### config.mk
export PLATFORM = sky130hd
export DESIGN_NAME = dispatchUnit
export DESIGN_NICKNAME = d
export VERILOG_FILES = /design/src/hdl/dispatchPkg.sv /design/src/hdl/dispatchControl.sv /design/src/hdl/dispatchStage.sv /design/src/hdl/issuePayloadRam.sv /design/src/hdl/dispatchUnit.sv
export SDC_FILE = /design/constraint.sdc
export NUM_CORES = 1
export LEC_CHECK = 0
export BUFFER_PORTS_ARGS = -buffer_cell sky130_fd_sc_hd__buf_4
export CORE_AREA = 2 2 185 187
export CTS_CLUSTER_DIAMETER = 60
export DETAILED_ROUTE_END_ITERATION = 6
export DIE_AREA = 0 0 187 189
export PLACE_DENSITY = 0.77
export REMOVE_ABC_BUFFERS = 1
export SETUP_SLACK_MARGIN = 0.15
export SYNTH_ARGS = -nofsm -noshare
export SYNTH_HDL_FRONTEND = slang
export SYNTH_SLANG_ARGS = --single-unit
### constraint.sdc
create_clock -name ctrl -period 5.5 [get_ports ctrl]
set_input_delay 0.825 -clock ctrl [delete_from_list [all_inputs] [get_ports ctrl]]
set_output_delay 0.825 -clock ctrl [all_outputs]
set_load 0.005 [all_outputs]
### src/hdl/dispatchPkg.sv
//------------------------------------------------------------
// Dispatch shared definitions
// Field widths, class and operand encodings and the layout of
// one issue-queue payload entry
//------------------------------------------------------------
`default_nettype none

package dispatchPkg;

    // Field widths
    localparam int REG_NUM_WIDTH = 6;
    localparam int ACTIVE_PTR_WIDTH = 5;
    localparam int SUB_INFO_WIDTH = 12;
    localparam int OPCODE_WIDTH = 4;
    localparam int DISP_WIDTH = 8;

    // One enable bit per queue class
    localparam int NUM_CLASSES = 4;

    // Queue class, also the index into the class-enable mask
    typedef enum logic [1:0] {
        OPC_INT     = 2'd0,
        OPC_BRANCH  = 2'd1,
        OPC_COMPLEX = 2'd2,
        OPC_MEM     = 2'd3
    } OpClass;

    // Where a source operand comes from
    typedef enum logic [1:0] {
        OPR_REG  = 2'd0,
        OPR_IMM  = 2'd1,
        OPR_PC   = 2'd2,
        OPR_ZERO = 2'd3
    } OperandType;

    // Integer ALU operations
    typedef enum logic [3:0] {
        ALU_ADD  = 4'd0,
        ALU_SUB  = 4'd1,
        ALU_AND  = 4'd2,
        ALU_OR   = 4'd3,
        ALU_XOR  = 4'd4,
        ALU_SLL  = 4'd5,
        ALU_SRL  = 4'd6,
        ALU_SRA  = 4'd7,
        ALU_SLT  = 4'd8,
        ALU_SLTU = 4'd9,
        ALU_PASS = 4'd10
    } AluCode;

    // Stored payload, top field first
    typedef struct packed {
        OpClass                      opClass;
        logic [SUB_INFO_WIDTH-1:0]   subInfo;
        logic                        srcValidA;
        logic                        srcValidB;
        logic [REG_NUM_WIDTH-1:0]    srcRegA;
        logic [REG_NUM_WIDTH-1:0]    srcRegB;
        logic [REG_NUM_WIDTH-1:0]    dstReg;
        logic                        writeReg;
        logic [ACTIVE_PTR_WIDTH-1:0] activePtr;
    } IssueEntry;

endpackage

`default_nettype wire

### src/hdl/dispatchControl.sv
//------------------------------------------------------------
// Dispatch control
// Class-enable configuration register, stall pass-through and
// a one-cycle clear raised by a flush strobe
//------------------------------------------------------------
`timescale 1ns/1ps
`default_nettype none

module dispatchControl (
    input  wire                                ctrl,
    input  wire                                reset,
    input  wire                                stallRequest,
    input  wire                                flush,
    input  wire                                cfgWrite,
    input  wire  [dispatchPkg::NUM_CLASSES-1:0] cfgEnable,
    output logic                               stall,
    output logic                               clear,
    output logic [dispatchPkg::NUM_CLASSES-1:0] classEnable
);

    // Downstream back-pressure goes straight to the stage
    assign stall = stallRequest;

    // Flush seen at one edge clears the pipe for the next cycle
    always_ff @(posedge ctrl) begin
        if (reset) begin
            clear <= 1'b0;
        end else begin
            clear <= flush;
        end
    end

    // All classes dispatch until configured otherwise
    always_ff @(posedge ctrl) begin
        if (reset) begin
            classEnable <= '1;
        end else if (cfgWrite) begin
            classEnable <= cfgEnable;
        end
    end

endmodule

`default_nettype wire

### src/hdl/dispatchStage.sv
//------------------------------------------------------------
// Dispatch stage
// Pipeline register for the renamed lanes and per-lane
// formatting of issue-queue entries and write strobes
//------------------------------------------------------------
`timescale 1ns/1ps
`default_nettype none

module dispatchStage #(
    parameter  int DISPATCH_WIDTH = 2,
    parameter  int IQ_ENTRIES = 8,
    localparam int SLOT_WIDTH = $clog2(IQ_ENTRIES)
) (
    input  wire                                 ctrl,
    input  wire                                 reset,
    input  wire                                 stall,
    input  wire                                 clear,
    input  wire  [dispatchPkg::NUM_CLASSES-1:0] classEnable,

    // Rename lanes
    input  wire  [DISPATCH_WIDTH-1:0]           renValid,
    input  dispatchPkg::OpClass [DISPATCH_WIDTH-1:0] renOpClass,
    input  wire  [DISPATCH_WIDTH-1:0][dispatchPkg::OPCODE_WIDTH-1:0] renOpCode,
    input  wire  [DISPATCH_WIDTH-1:0][dispatchPkg::DISP_WIDTH-1:0] renDisp,
    input  dispatchPkg::OperandType [DISPATCH_WIDTH-1:0] renOperandTypeA,
    input  dispatchPkg::OperandType [DISPATCH_WIDTH-1:0] renOperandTypeB,
    input  wire  [DISPATCH_WIDTH-1:0][dispatchPkg::REG_NUM_WIDTH-1:0] renSrcRegA,
    input  wire  [DISPATCH_WIDTH-1:0][dispatchPkg::REG_NUM_WIDTH-1:0] renSrcRegB,
    input  wire  [DISPATCH_WIDTH-1:0][dispatchPkg::REG_NUM_WIDTH-1:0] renDstReg,
    input  wire  [DISPATCH_WIDTH-1:0]           renWriteReg,
    input  wire  [DISPATCH_WIDTH-1:0][SLOT_WIDTH-1:0] renIssuePtr,
    input  wire  [DISPATCH_WIDTH-1:0][dispatchPkg::ACTIVE_PTR_WIDTH-1:0] renActivePtr,

    // Payload store write lanes
    output logic [DISPATCH_WIDTH-1:0]           laneWrite,
    output logic [DISPATCH_WIDTH-1:0][SLOT_WIDTH-1:0] laneWritePtr,
    output dispatchPkg::IssueEntry [DISPATCH_WIDTH-1:0] laneWriteEntry
);

    import dispatchPkg::*;

    logic [DISPATCH_WIDTH-1:0]                       pipeValid;
    OpClass [DISPATCH_WIDTH-1:0]                     pipeOpClass;
    logic [DISPATCH_WIDTH-1:0][OPCODE_WIDTH-1:0]     pipeOpCode;
    logic [DISPATCH_WIDTH-1:0][DISP_WIDTH-1:0]       pipeDisp;
    OperandType [DISPATCH_WIDTH-1:0]                 pipeOperandTypeA;
    OperandType [DISPATCH_WIDTH-1:0]                 pipeOperandTypeB;
    logic [DISPATCH_WIDTH-1:0][REG_NUM_WIDTH-1:0]    pipeSrcRegA;
    logic [DISPATCH_WIDTH-1:0][REG_NUM_WIDTH-1:0]    pipeSrcRegB;
    logic [DISPATCH_WIDTH-1:0][REG_NUM_WIDTH-1:0]    pipeDstReg;
    logic [DISPATCH_WIDTH-1:0]                       pipeWriteReg;
    logic [DISPATCH_WIDTH-1:0][SLOT_WIDTH-1:0]       pipeIssuePtr;
    logic [DISPATCH_WIDTH-1:0][ACTIVE_PTR_WIDTH-1:0] pipePtrActive;

    // Sub-info layout depends on the queue class
    function automatic logic [SUB_INFO_WIDTH-1:0] packSubInfo(
        input OpClass                  opClass,
        input logic [OPCODE_WIDTH-1:0] opCode,
        input logic [DISP_WIDTH-1:0]   disp,
        input OperandType              typeA,
        input OperandType              typeB
    );
        AluCode                    aluCode;
        logic [SUB_INFO_WIDTH-1:0] subInfo;
        aluCode = AluCode'(opCode);
        case (opClass)
            OPC_INT:     subInfo = {aluCode, typeA, typeB, 4'b0000};
            OPC_BRANCH:  subInfo = {disp, typeA, typeB};
            // Mul/div code, then the upper-half flag
            OPC_COMPLEX: subInfo = {opCode[2:0], opCode[3], 8'h00};
            // Store flag, access size, pad, displacement
            OPC_MEM:     subInfo = {opCode[0], opCode[2:1], 1'b0, disp};
            default:     subInfo = '0;
        endcase
        return subInfo;
    endfunction

    // Lane valid bits, flushed by clear even while stalled
    always_ff @(posedge ctrl) begin
        if (reset || clear) begin
            pipeValid <= '0;
        end else if (!stall) begin
            pipeValid <= renValid;
        end
    end

    // Lane payload
    always_ff @(posedge ctrl) begin
        if (!stall) begin
            pipeOpClass      <= renOpClass;
            pipeOpCode       <= renOpCode;
            pipeDisp         <= renDisp;
            pipeOperandTypeA <= renOperandTypeA;
            pipeOperandTypeB <= renOperandTypeB;
            pipeSrcRegA      <= renSrcRegA;
            pipeSrcRegB      <= renSrcRegB;
            pipeDstReg       <= renDstReg;
            pipeWriteReg     <= renWriteReg;
            pipeIssuePtr     <= renIssuePtr;
            pipePtrActive    <= renActivePtr;
        end
    end

    // Entry formatting per lane
    always_comb begin
        for (int i = 0; i < DISPATCH_WIDTH; i++) begin
            // Disabled classes are dropped here
            laneWrite[i] = pipeValid[i] && !stall && !clear
                && classEnable[pipeOpClass[i]];
            laneWritePtr[i] = pipeIssuePtr[i];

            laneWriteEntry[i].opClass = pipeOpClass[i];
            laneWriteEntry[i].subInfo = packSubInfo(pipeOpClass[i], pipeOpCode[i],
                pipeDisp[i], pipeOperandTypeA[i], pipeOperandTypeB[i]);
            laneWriteEntry[i].srcValidA = (pipeOperandTypeA[i] == OPR_REG);
            laneWriteEntry[i].srcValidB = (pipeOperandTypeB[i] == OPR_REG);
            laneWriteEntry[i].srcRegA = pipeSrcRegA[i];
            laneWriteEntry[i].srcRegB = pipeSrcRegB[i];
            laneWriteEntry[i].dstReg = pipeDstReg[i];
            laneWriteEntry[i].writeReg = pipeWriteReg[i];
            laneWriteEntry[i].activePtr = pipePtrActive[i];
        end
    end

endmodule

`default_nettype wire

### src/hdl/issuePayloadRam.sv
//------------------------------------------------------------
// Issue-queue payload store
// Multi-lane write, slot release and a combinational read
// port that unpacks the selected entry
//------------------------------------------------------------
`timescale 1ns/1ps
`default_nettype none

module issuePayloadRam #(
    parameter  int DISPATCH_WIDTH = 2,
    parameter  int IQ_ENTRIES = 8,
    localparam int SLOT_WIDTH = $clog2(IQ_ENTRIES)
) (
    input  wire                                         ctrl,
    input  wire                                         reset,
    input  wire                                         clear,
    input  wire  [DISPATCH_WIDTH-1:0]                   laneWrite,
    input  wire  [DISPATCH_WIDTH-1:0][SLOT_WIDTH-1:0]   laneWritePtr,
    input  dispatchPkg::IssueEntry [DISPATCH_WIDTH-1:0] laneWriteEntry,
    input  wire                                         issueRelease,
    input  wire  [SLOT_WIDTH-1:0]                       releasePtr,
    input  wire  [SLOT_WIDTH-1:0]                       readPtr,
    output logic                                        readValid,
    output dispatchPkg::OpClass                         readOpClass,
    output logic [dispatchPkg::SUB_INFO_WIDTH-1:0]      readSubInfo,
    output logic                                        readSrcValidA,
    output logic                                        readSrcValidB,
    output logic [dispatchPkg::REG_NUM_WIDTH-1:0]       readSrcRegA,
    output logic [dispatchPkg::REG_NUM_WIDTH-1:0]       readSrcRegB,
    output logic [dispatchPkg::REG_NUM_WIDTH-1:0]       readDstReg,
    output logic                                        readWriteReg,
    output logic [dispatchPkg::ACTIVE_PTR_WIDTH-1:0]    readActivePtr
);

    import dispatchPkg::*;

    IssueEntry             entries [IQ_ENTRIES];
    logic [IQ_ENTRIES-1:0] slotValid;
    IssueEntry             readEntry;

    // Later lanes are written last, so lane 1 wins a shared slot
    always_ff @(posedge ctrl) begin
        for (int i = 0; i < DISPATCH_WIDTH; i++) begin
            if (laneWrite[i]) begin
                entries[laneWritePtr[i]] <= laneWriteEntry[i];
            end
        end
    end

    // Release first so a same-slot write overrides it
    always_ff @(posedge ctrl) begin
        if (reset || clear) begin
            slotValid <= '0;
        end else begin
            if (issueRelease) begin
                slotValid[releasePtr] <= 1'b0;
            end
            for (int i = 0; i < DISPATCH_WIDTH; i++) begin
                if (laneWrite[i]) begin
                    slotValid[laneWritePtr[i]] <= 1'b1;
                end
            end
        end
    end

    // Read port
    assign readEntry     = entries[readPtr];
    assign readValid     = slotValid[readPtr];
    assign readOpClass   = readEntry.opClass;
    assign readSubInfo   = readEntry.subInfo;
    assign readSrcValidA = readEntry.srcValidA;
    assign readSrcValidB = readEntry.srcValidB;
    assign readSrcRegA   = readEntry.srcRegA;
    assign readSrcRegB   = readEntry.srcRegB;
    assign readDstReg    = readEntry.dstReg;
    assign readWriteReg  = readEntry.writeReg;
    assign readActivePtr = readEntry.activePtr;

endmodule

`default_nettype wire

### src/hdl/dispatchUnit.sv
//------------------------------------------------------------
// Dispatch unit
// Control block, dispatch stage and issue payload store
//------------------------------------------------------------
`timescale 1ns/1ps
`default_nettype none

module dispatchUnit #(
    parameter  int DISPATCH_WIDTH = 2,
    parameter  int IQ_ENTRIES = 8,
    localparam int SLOT_WIDTH = $clog2(IQ_ENTRIES)
) (
    input  wire                                 ctrl,
    input  wire                                 reset,
    input  wire                                 stallRequest,
    input  wire                                 flush,
    input  wire                                 cfgWrite,
    input  wire  [dispatchPkg::NUM_CLASSES-1:0] cfgEnable,

    // Rename lanes
    input  wire  [DISPATCH_WIDTH-1:0]           renValid,
    input  dispatchPkg::OpClass [DISPATCH_WIDTH-1:0] renOpClass,
    input  wire  [DISPATCH_WIDTH-1:0][dispatchPkg::OPCODE_WIDTH-1:0] renOpCode,
    input  wire  [DISPATCH_WIDTH-1:0][dispatchPkg::DISP_WIDTH-1:0] renDisp,
    input  dispatchPkg::OperandType [DISPATCH_WIDTH-1:0] renOperandTypeA,
    input  dispatchPkg::OperandType [DISPATCH_WIDTH-1:0] renOperandTypeB,
    input  wire  [DISPATCH_WIDTH-1:0][dispatchPkg::REG_NUM_WIDTH-1:0] renSrcRegA,
    input  wire  [DISPATCH_WIDTH-1:0][dispatchPkg::REG_NUM_WIDTH-1:0] renSrcRegB,
    input  wire  [DISPATCH_WIDTH-1:0][dispatchPkg::REG_NUM_WIDTH-1:0] renDstReg,
    input  wire  [DISPATCH_WIDTH-1:0]           renWriteReg,
    input  wire  [DISPATCH_WIDTH-1:0][SLOT_WIDTH-1:0] renIssuePtr,
    input  wire  [DISPATCH_WIDTH-1:0][dispatchPkg::ACTIVE_PTR_WIDTH-1:0] renActivePtr,

    // Issue side
    input  wire                                      issueRelease,
    input  wire  [SLOT_WIDTH-1:0]                    releasePtr,
    input  wire  [SLOT_WIDTH-1:0]                    readPtr,
    output logic                                     readValid,
    output dispatchPkg::OpClass                      readOpClass,
    output logic [dispatchPkg::SUB_INFO_WIDTH-1:0]   readSubInfo,
    output logic                                     readSrcValidA,
    output logic                                     readSrcValidB,
    output logic [dispatchPkg::REG_NUM_WIDTH-1:0]    readSrcRegA,
    output logic [dispatchPkg::REG_NUM_WIDTH-1:0]    readSrcRegB,
    output logic [dispatchPkg::REG_NUM_WIDTH-1:0]    readDstReg,
    output logic                                     readWriteReg,
    output logic [dispatchPkg::ACTIVE_PTR_WIDTH-1:0] readActivePtr
);

    import dispatchPkg::*;

    logic                                      stall;
    logic                                      clear;
    logic [NUM_CLASSES-1:0]                    classEnable;
    logic [DISPATCH_WIDTH-1:0]                 laneWrite;
    logic [DISPATCH_WIDTH-1:0][SLOT_WIDTH-1:0] laneWritePtr;
    IssueEntry [DISPATCH_WIDTH-1:0]            laneWriteEntry;

    dispatchControl control (
        .ctrl         (ctrl),
        .reset        (reset),
        .stallRequest (stallRequest),
        .flush        (flush),
        .cfgWrite     (cfgWrite),
        .cfgEnable    (cfgEnable),
        .stall        (stall),
        .clear        (clear),
        .classEnable  (classEnable)
    );

    dispatchStage #(
        .DISPATCH_WIDTH (DISPATCH_WIDTH),
        .IQ_ENTRIES     (IQ_ENTRIES)
    ) stage (
        .ctrl            (ctrl),
        .reset           (reset),
        .stall           (stall),
        .clear           (clear),
        .classEnable     (classEnable),
        .renValid        (renValid),
        .renOpClass      (renOpClass),
        .renOpCode       (renOpCode),
        .renDisp         (renDisp),
        .renOperandTypeA (renOperandTypeA),
        .renOperandTypeB (renOperandTypeB),
        .renSrcRegA      (renSrcRegA),
        .renSrcRegB      (renSrcRegB),
        .renDstReg       (renDstReg),
        .renWriteReg     (renWriteReg),
        .renIssuePtr     (renIssuePtr),
        .renActivePtr    (renActivePtr),
        .laneWrite       (laneWrite),
        .laneWritePtr    (laneWritePtr),
        .laneWriteEntry  (laneWriteEntry)
    );

    issuePayloadRam #(
        .DISPATCH_WIDTH (DISPATCH_WIDTH),
        .IQ_ENTRIES     (IQ_ENTRIES)
    ) payloadRam (
        .ctrl           (ctrl),
        .reset          (reset),
        .clear          (clear),
        .laneWrite      (laneWrite),
        .laneWritePtr   (laneWritePtr),
        .laneWriteEntry (laneWriteEntry),
        .issueRelease   (issueRelease),
        .releasePtr     (releasePtr),
        .readPtr        (readPtr),
        .readValid      (readValid),
        .readOpClass    (readOpClass),
        .readSubInfo    (readSubInfo),
        .readSrcValidA  (readSrcValidA),
        .readSrcValidB  (readSrcValidB),
        .readSrcRegA    (readSrcRegA),
        .readSrcRegB    (readSrcRegB),
        .readDstReg     (readDstReg),
        .readWriteReg   (readWriteReg),
        .readActivePtr  (readActivePtr)
    );

endmodule

`default_nettype wire

After elaboration in Yosys (flattened, before gate mapping). Memories as Yosys holds them, arrays and structs flattened. Index checks and enable logic that the tools add are counted.

ROM bits: 0. Memory bits (writable): 320. Output and inout bits: 41. Register bits after elaboration: 105. Memories kept: 1. Word-level logic and storage cells: 86. Bits in latches: 0.

Memory list: payloadRam.entries (depth 8, width 40, read ports 1, clocked after Yosys merged registers in 0, write ports 2, line issuePayloadRam.sv:37) `IssueEntry entries [IQ_ENTRIES];`.

Reductions and logical operators: 18. Muxes and demuxes: 23. Multipliers: 0. Shift-type cells: 0. Magnitude comparators: 9. Divide/modulo/power cells: 0. Bitwise operators: 4. Add/sub/neg operators: 0. Equality and inequality tests: 6.

Operator list (number): $pmux W12 S4 (2); $mux W8 (5); $lt A3 B4 Y1 const B (4); $or A8 B8 Y8 (2); $logic_not A2 Y1 (6); $mux W1 (10); $demux W1 S3 (3); $ge A3 B1 Y1 const B (3); $logic_and A1 B1 Y1 (9); $and A8 B8 Y8 (1); $eq A2 B2 Y1 const B (4); $not A8 Y8 (1); $lt A2 B3 Y1 const B (2); $bmux W1 S2 (2); $eq A2 B1 Y1 const B (2); $bmux W1 S3 (1); $logic_not A1 Y1 (2); $logic_or A1 B1 Y1 (1).

Depth between registers and ports, before layout. Gate-level depths: netlist (run 1).

Depth in word-level cells: 13. Mapped depth: 7. Depth with buffers taken out: 5.

By module. A second synthesis (run 1) with hierarchy kept.

Cell total of the unflattened synthesis: 1071. Area total of the unflattened synthesis: 20271.9 um^2.

By module, submodules not included: issuePayloadRam (cells an instance 884, instances 1, area each 16704.8 um^2); dispatchStage (cells an instance 172, instances 1, area each 3393.3 um^2); dispatchControl (cells an instance 15, instances 1, area each 173.9 um^2).

Worst setup path before layout (run 1). OpenSTA, ideal clock, no wires.

Kind: input -> register. From: in stallRequest. To: mem payloadRam.entries[0][0] in the netlist's numbering, enable pin. Buffers on the path: 1. Data required time: 5007 ps. Setup slack: 732 ps. Cell stages on the path: 4. Arrival: 4275 ps. Path through: clkbuf_1 -> nor3_1 -> nand2b_1 -> o21ai_0.

RTL lines: start, declared (line dispatchUnit.sv:15) `input wire stallRequest,`; end, declared (line issuePayloadRam.sv:37).

Worst setup path after layout (run 1).
From: in readPtr[0]. To: out readDstReg[1] in the netlist's numbering.

Word-level cells in the longest chain between the ends: 1.

RTL lines: start, declared (line dispatchUnit.sv:37) `input wire [SLOT_WIDTH-1:0] readPtr,`; $mem_v2 Z8 W40; end, declared (line dispatchUnit.sv:45) `output logic [dispatchPkg::REG_NUM_WIDTH-1:0] readDstReg,`.

No other way between the ends.

==> metrics.md, run 1 <==
| Metric | Value |
|---|---|
| Status | complete, no violations |
| Number of remaining DRC errors | 0 |
| RSZ-0062 raised after global routing | false |
| Setup_tns | 0 ns |
| Commonest non-fill, non-tap cell in the layout | nand2_1 |
| Startpoint Class | input pin |
| First drt pass iteration count | 6 |
| Std-Cell Rows | between 60 and 70 |
| Slew HR | ~30% |
| Power density cells | approximately 320 nW/µm² |
| Fin util | between 60% and 70% |
| Cell count after synthesis | around 1,700 |
| Largest buffer count on any clock path | 3 |
| DR vias | about 14,000 |
| Total congestion overflow | 0 |
| Flops & latches, synth | approximately 430 |
| Core area | 33,300 µm² |
| Die footprint | roughly 35,000 µm² |
| TritonCTS clock tree | built |
| Setup bufs post-CTS | 0 |
| I/O pins | between 100 and 150 |
| CP Capture Type | primary output |
| Largest net degree at the start of global routing | 54 |
| Mean post-synth cell area | 11.7 µm² |
| DR vias/cell | just over 6 |
| Max-cap violations | 0 |
| Tmin final | 3.75 ns |
| DIE HEIGHT | 189 µm |
| Crit path max-delay family | buffers and inverters |
| Crit Path Class | input pin to primary output |
| Initial core utilization | between 60% and 70% |
| Max stage delay on crit path | approximately 0.63 ns |
| IO Port Bufs | 148 |
| Critical-path maximum fanout | 37 |
| Clk_lat worst skew | 0.55 ns |
| Final-report setup violation count | 0 |
| Clock root buffer | clkbuf_16 |
| Post-DRT Antenna Nets | 0 |
| Share of layout cells above drive strength 1 | a little over a fifth |
| Clock slew seen by the registers of the worst setup and hold paths | roughly 0.06 ns |
| F_max | 0.267 GHz |
| Initial antenna violation count | 0 |
| Sequential fraction of the synthesis area | roughly 63% |
| Iteration-0 DRC Markers | around 1,700 |
| Post-synthesis instance area | between 20,000 and 25,000 µm² |
| Gr usage total | a little under a third |
| Post-cts resize count | 0 |
| RePlAce Congestion | between 0.8 and 0.9 |
| Die X-Extent | about 190 µm |
| Final Skew | approximately 0.013 ns |
| Fin. max-slew vios | 0 |
| Most common cell on crit path | buf_4 |
| Diodes inserted | 0 |
| Most frequent cells in the layout | nand2_1, edfxtp_1, buf_4 |
| Num Clock Sinks | approximately 430 |
| Worst vdd ir | roughly 240 µV |
| Slowest-stage cell, CP | buf_4 |
| Area growth syn-to-layout | 14.0% |
| Worst path required time | around 4.7 ns |
| Leak Pwr | 0.00869 µW |
| Critical path arrival | just under 3 ns |
| Period utilisation layout | between 60% and 70% |
| Number of library cell types mapped by synthesis | 40 |
| Post-DP HPWL | around 28 mm |
| First-pass GRT wire length | 80.3 mm |
| Worst hold path class | input pin to flop |
| Measured slew at the worst slew-check pin | ~1.1 ns |
| Number of global-route vias before repair | approximately 14,000 |
| Routed WL | 52.1 mm |
| H-tree depth | 2 |
| Number of buffers created by CTS | 45 |
| Cts hold-fix bufs | 0 |
| Syn. warnings | 0 |
| CP Buf/Inv Count | 3 |
| Final nets | about 1,900 |
| Critical path cell sequence | buf_4, buf_4, mux4_2, mux2_2, buf_4 |
| Wire length per cell | around 23 µm |
| Final count of hold timing violations | 0 |
-- cell usage after synthesis, drive strengths merged --
cell,instances,area [µm²]
a211o,4,35.0
buf,74,353
nor4b,1,8.76
o21ai,79,395
nor4,1,6.26
edfxtp,410,12300
or2,4,25.0
nand3,5,25.0
nor3,5,25.0
clkbuf,81,325
and3,1,6.26
o311ai,1,8.76
o21a,1,7.51
inv,4,15.0
a31oi,5,31.3
o221ai,1,8.76
nand4,2,12.5
mux2i,7,70.1
and4b,1,10.0
and2,3,18.8
o311a,1,10.0
mux2,55,619
nor3b,4,30.0
a32oi,3,26.3
a211oi,8,100
nor2b,8,50.1
dfxtp,15,300
a21oi,63,315
nand2b,11,68.8
o211ai,12,90.1
a21boi,4,30.0
nand3b,5,37.5
nor2,88,330
nand2,677,2540
mux4,85,1910
-- stage by stage --
stage / hold slack [ns] / cell area [µm²] / power (µW) / setup WS [ns] / std cells
2_1_floorplan: 0.441 / 19500 / 4170 / -0.296 / 1574
3_3_place_gp: 0.469 / 21600 / 4430 / 1.77 / 2202
3_5_place_dp: 0.484 / 21600 / 4460 / 1.71 / 2202
4_1_cts: 0.421 / 23000 / 7380 / 1.70 / 2286
5_1_grt: 0.424 / 23000 / 7580 / 1.61 / 2286
6_report: 0.441 / 23000 / 7350 / 1.75 / 2286
-- path summary, 6_finish.rpt --
path / slack (ns) / cells after the start / endpoint / start
worst min-delay path: 0.44 / 1 / stage.laneWriteEntry[52] / renSrcRegB[6]
worst max-delay path: 1.75 / 5 / readDstReg[1] / readPtr[0]
worst max register to register: 1.99 / 6 / payloadRam.entries[3][7] / stage.laneWriteEntry[78]
worst min register to register: 0.50 / 2 / payloadRam.slotValid[7] / payloadRam.slotValid[7]
-- state kept, by name, indices dropped and copies added, names as in the netlist, 6 cells and up --
name / cells
payloadRam.entries: 320
stage.laneWriteEntry: 50
stage.pipeDisp: 16
payloadRam.slotValid: 8
stage.pipeOpCode: 8
stage.laneWritePtr: 6
-- where the power goes --
| group | internal (µW) | switching [µW] | total [µW] |
|---|---|---|---|
| combinational | 289 | 346 | 635 |
| sequential | 3660 | 102 | 3770 |
| clock | 1720 | 1220 | 2950 |
-- layer usage --
layer | up-vias | share of wire [%] | global-route usage [%] | wire (µm)
met5 | - | 0 | 0 | 0
met4 | 0 | 3.8 | 12.2 | 1990
met3 | 160 | 12 | 6.49 | 6170
met2 | 920 | 48 | 48.4 | 25000
met1 | 6696 | 36 | 40.4 | 18900
li1 | 6220 | - | - | -
-- cell type report --
type,count,area [µm²]
Sequential cell,425,12600
Fill cell,2294,10300
Multi-Input combinational cell,1145,7010
Timing Repair Buffer,180,1360
Clock buffer,59,1240
Tap cell,448,561
Clock inverter,25,190
Inverter,4,17.5
-- kinds of logic after synthesis --
| kind of cell | after synthesis | share of synthesized area, % |
|---|---|---|
| simple gates | 816 | 15.9 |
| flops | 425 | 62.5 |
| compound gates | 182 | 5.25 |
| buf+inv | 159 | 3.44 |
| mux | 147 | 12.9 |
Note: power is estimated with default switching activity, not from simulation.
==> run 2: changes to the inputs <==
--- a/config.mk
+++ b/config.mk
@@ -6,11 +6,11 @@
 export NUM_CORES = 1
 export LEC_CHECK = 0
 export BUFFER_PORTS_ARGS = -buffer_cell sky130_fd_sc_hd__buf_4
-export CORE_AREA = 2 2 185 187
+export CORE_AREA = 2 2 195 197
 export CTS_CLUSTER_DIAMETER = 60
 export DETAILED_ROUTE_END_ITERATION = 6
-export DIE_AREA = 0 0 187 189
-export PLACE_DENSITY = 0.77
+export DIE_AREA = 0 0 197 199
+export PLACE_DENSITY = 0.73
 export REMOVE_ABC_BUFFERS = 1
 export SETUP_SLACK_MARGIN = 0.15
 export SYNTH_ARGS = -nofsm -noshare
==> constraint.sdc (replaced) <==
create_clock -name ctrl -period 3.29 [get_ports ctrl]
set_input_delay 0.4935 -clock ctrl [delete_from_list [all_inputs] [get_ports ctrl]]
set_output_delay 0.4935 -clock ctrl [all_outputs]
set_load 0.005 [all_outputs]
==> run 2 against run 1 <==
  * Sequential share of layout area shrank 0.88 points
  * Non-clock buffer count rose by 14
  * Via count shrank 0.79%
  * Final cell count grew 1.7%
  * Routed wire length rose by 2.4%
  * Count of clock-buffer cells in the layout is 5 lower
  * Critical path depth increased by 1
  * Die area increased by 11%
  * Clock skew increased by 0.0070 ns
  * Global-route usage decreased by 2.2 points
  * Combinational power rose by 75%
  * Critical endpoint is now payloadRam.entries[4][26]
==> metrics.md, run 2 (synthesis results as in run 1) <==
| Metric | Value |
|---|---|
| H-tree depth | 2 (unchanged) |
| Non-filler cells, final | 2,326 (+1.7%) |
| Leak Pwr | 0.00885 µW (+1.8%) |
| Hold EP | stage.laneWriteEntry[57] |
| Startpoint Class | flop |
| Min-delay src | renSrcRegB[11] |
| Post-cts resize count | 0 (unchanged) |
| Initial core utilization | 54.3% (-6.3 points) |
| Pwr Total | 12,600 µW (+71%) |
| Setup_tns | 0 ns (unchanged) |
| Clock root buffer | clkbuf_16 |
| Initial antenna violation count | 1 (+1) |
| Clk_lat worst skew | 0.59 ns (+0.04 ns) |
| Number of remaining DRC errors | 0 (unchanged) |
| Die X-Extent | 197 µm (+5.3%) |
| Measured slew at the worst slew-check pin | 1.09 ns (+0.0371 ns) |
| Gr usage total | 27.9% (-2.2 points) |
| Crit Path Class | flop to flop |
| Status | complete, no violations |
| Max stage delay on crit path | 0.63 ns (about the same) |
| Largest buffer count on any clock path | 3 (unchanged) |
| Diodes inserted | 0 (unchanged) |
| DIE HEIGHT | 199 µm (+5.3%) |
| Die footprint | 39,200 µm² (+11%) |
| Final Skew | 0.0204 ns (+0.00704 ns) |
| Critical R2R Launch | stage.laneWriteEntry[79] |
| Fin. max-slew vios | 0 (unchanged) |
| Std-Cell Rows | 71 (+6.0%) |
| RSZ-0062 raised after global routing | false |
| Cell Area, Placed | 21,900 µm² (+1.4%) |
| Max FFs per register | 320 (unchanged) |
| Most frequent cells in the layout | nand2_1, edfxtp_1, buf_4 |
| Hold Path Cell Cnt | 1 (unchanged) |
| Share of layout cells above drive strength 1 | 22.9% (+1.0 points) |
| Cts hold-fix bufs | 0 (unchanged) |
| Final count of hold timing violations | 0 (unchanged) |
| Power density cells | 539 nW/µm² (+69%) |
| Post-DP HPWL | 31.0 mm (+11%) |
| Number of global-route vias before repair | 13,900 (-0.70%) |
| DR vias/cell | 5.97 (-2.5%) |
| R2r endpoint | payloadRam.entries[4][26] |
| Worst vdd ir | 411 µV (+68%) |
| Max-cap violations | 0 (unchanged) |
| Worst path required time | 3.59 ns (-1.09 ns) |
| IO Port Bufs | 148 (unchanged) |
| TritonCTS clock tree | built |
| Final nets | 1,924 (+0.79%) |
| Period utilisation layout | approximately 83% |
| Num Clock Sinks | 425 (unchanged) |
| Setup bufs post-CTS | 0 (unchanged) |
| Post-DRT Antenna Nets | 0 (unchanged) |
| First drt pass iteration count | 6 (unchanged) |
| I/O pins | 149 (unchanged) |
| DR vias | 13,900 (-0.79%) |
| Wire length per cell | 23.0 µm (+0.66%) |
| Final-report setup violation count | 0 (unchanged) |
| Reg-to-reg slack, setup | 0.55 ns (-1.44 ns) |
| Worst hold path class | input pin to flop |
| Critical path arrival | 3.03 ns (+0.11 ns) |
| Routed WL | 53.4 mm (+2.4%) |
| Most common cell on crit path | buf_4 |
| Commonest non-fill, non-tap cell in the layout | nand2_1 |
| First-pass GRT wire length | 81.0 mm (+0.83%) |
| Critical-path maximum fanout | 40 (+8.1%) |
| Slew HR | 27.2% (-2.8 points) |
| Area growth syn-to-layout | 15.9% |
| RePlAce Congestion | 0.831 (+0.42%) |
| Tmin final | about 2.7 ns |
| CP Capture Type | flop |
| Largest net degree at the start of global routing | 57 (+5.6%) |
| Number of buffers created by CTS | 46 (+2.2%) |
| Design Area, Final | 23,400 µm² (+1.6%) |
| FF-to-FF path depth | 6 (unchanged) |
| Core area | 37,100 µm² (+12%) |
| Placed insts | 2,242 (+1.8%) |
| F_max | around 0.37 GHz |
| WHS | 0.0832 ns (-0.358 ns) |
| Clock slew seen by the registers of the worst setup and hold paths | 0.06 ns (about the same) |
| Total congestion overflow | 0 (unchanged) |
| Iteration-0 DRC Markers | 1,667 (-1.1%) |
| Critical path cell sequence | buf_4, mux2_2, and2_1, o211ai_1, buf_4, o21ai_0 |
| Slowest-stage cell, CP | buf_4 |
## run 2: cell types whose count changed in the layout (fill, tap and decap cells not counted), moves of 2 or more
cell,delta
buf_12,+13
bufinv_16,+3
clkbuf_1,-2
clkbuf_8,-2
clkinv_1,-6
clkinv_2,+4
inv_6,+3
## run 2: worst max path at each step
| stage | from | end | cells after the start |
|---|---|---|---|
| 3_3_place_gp | stallRequest | payloadRam.entries[4][26] | 5 |
| 4_1_cts | stage.laneWriteEntry[38] | payloadRam.entries[4][11] | 4 |
| 5_1_grt | stage.laneWriteEntry[79] | payloadRam.entries[4][26] | 6 |
| 2_1_floorplan | stage.laneWriteEntry[79] | payloadRam.entries[4][0] | 4 |
| 3_5_place_dp | stallRequest | payloadRam.entries[4][26] | 5 |
| 6_report | stage.laneWriteEntry[79] | payloadRam.entries[4][26] | 6 |
## run 2: power breakdown
| part | total, µW | internal [µW] | switching (µW) |
|---|---|---|---|
| sequential | 6280 | 6130 | 151 |
| combinational | 1110 | 499 | 610 |
| clock | 5210 | 3050 | 2160 |
| total | 12600 | 9680 | 2920 |
## run 2: stage by stage
stage               setup WS [ns]  util (%)
floorplan                   -2.51         -
global placement            0.575      58.9
detailed placement          0.569      58.9
CTS                         0.567      62.9
global route                0.434      62.9
finish                      0.554      62.9
## run 2: worst max-delay path, delay by kind of cell (launching register included)
family	cells	cell delay (ns)
buffers and inverters	2	0.90
AND/OR/NAND/NOR	1	0.24
flip-flops	1	0.37
multiplexers	1	0.39
AO/OA/AOI/OAI	2	0.55
## run 2: metal layers
layer | track usage (%) | wire length, µm | up-vias
li1 | - | - | 6261
met1 | 38.2 | 20800 | 6643
met2 | 45.0 | 25300 | 840
met3 | 4.66 | 5470 | 142
met4 | 11.1 | 1840 | 0
met5 | 0 | 0 | -
## run 2: area by class of cell
cell class              count  area (µm²)
inverters                   4        17.5
well taps                 474         593
fillers                  2709       13800
flip-flops and latches    425       12600
clock buffers              54        1180
multi-input cells        1145        7010
repair buffers            194        1640
clock inverters            30         322
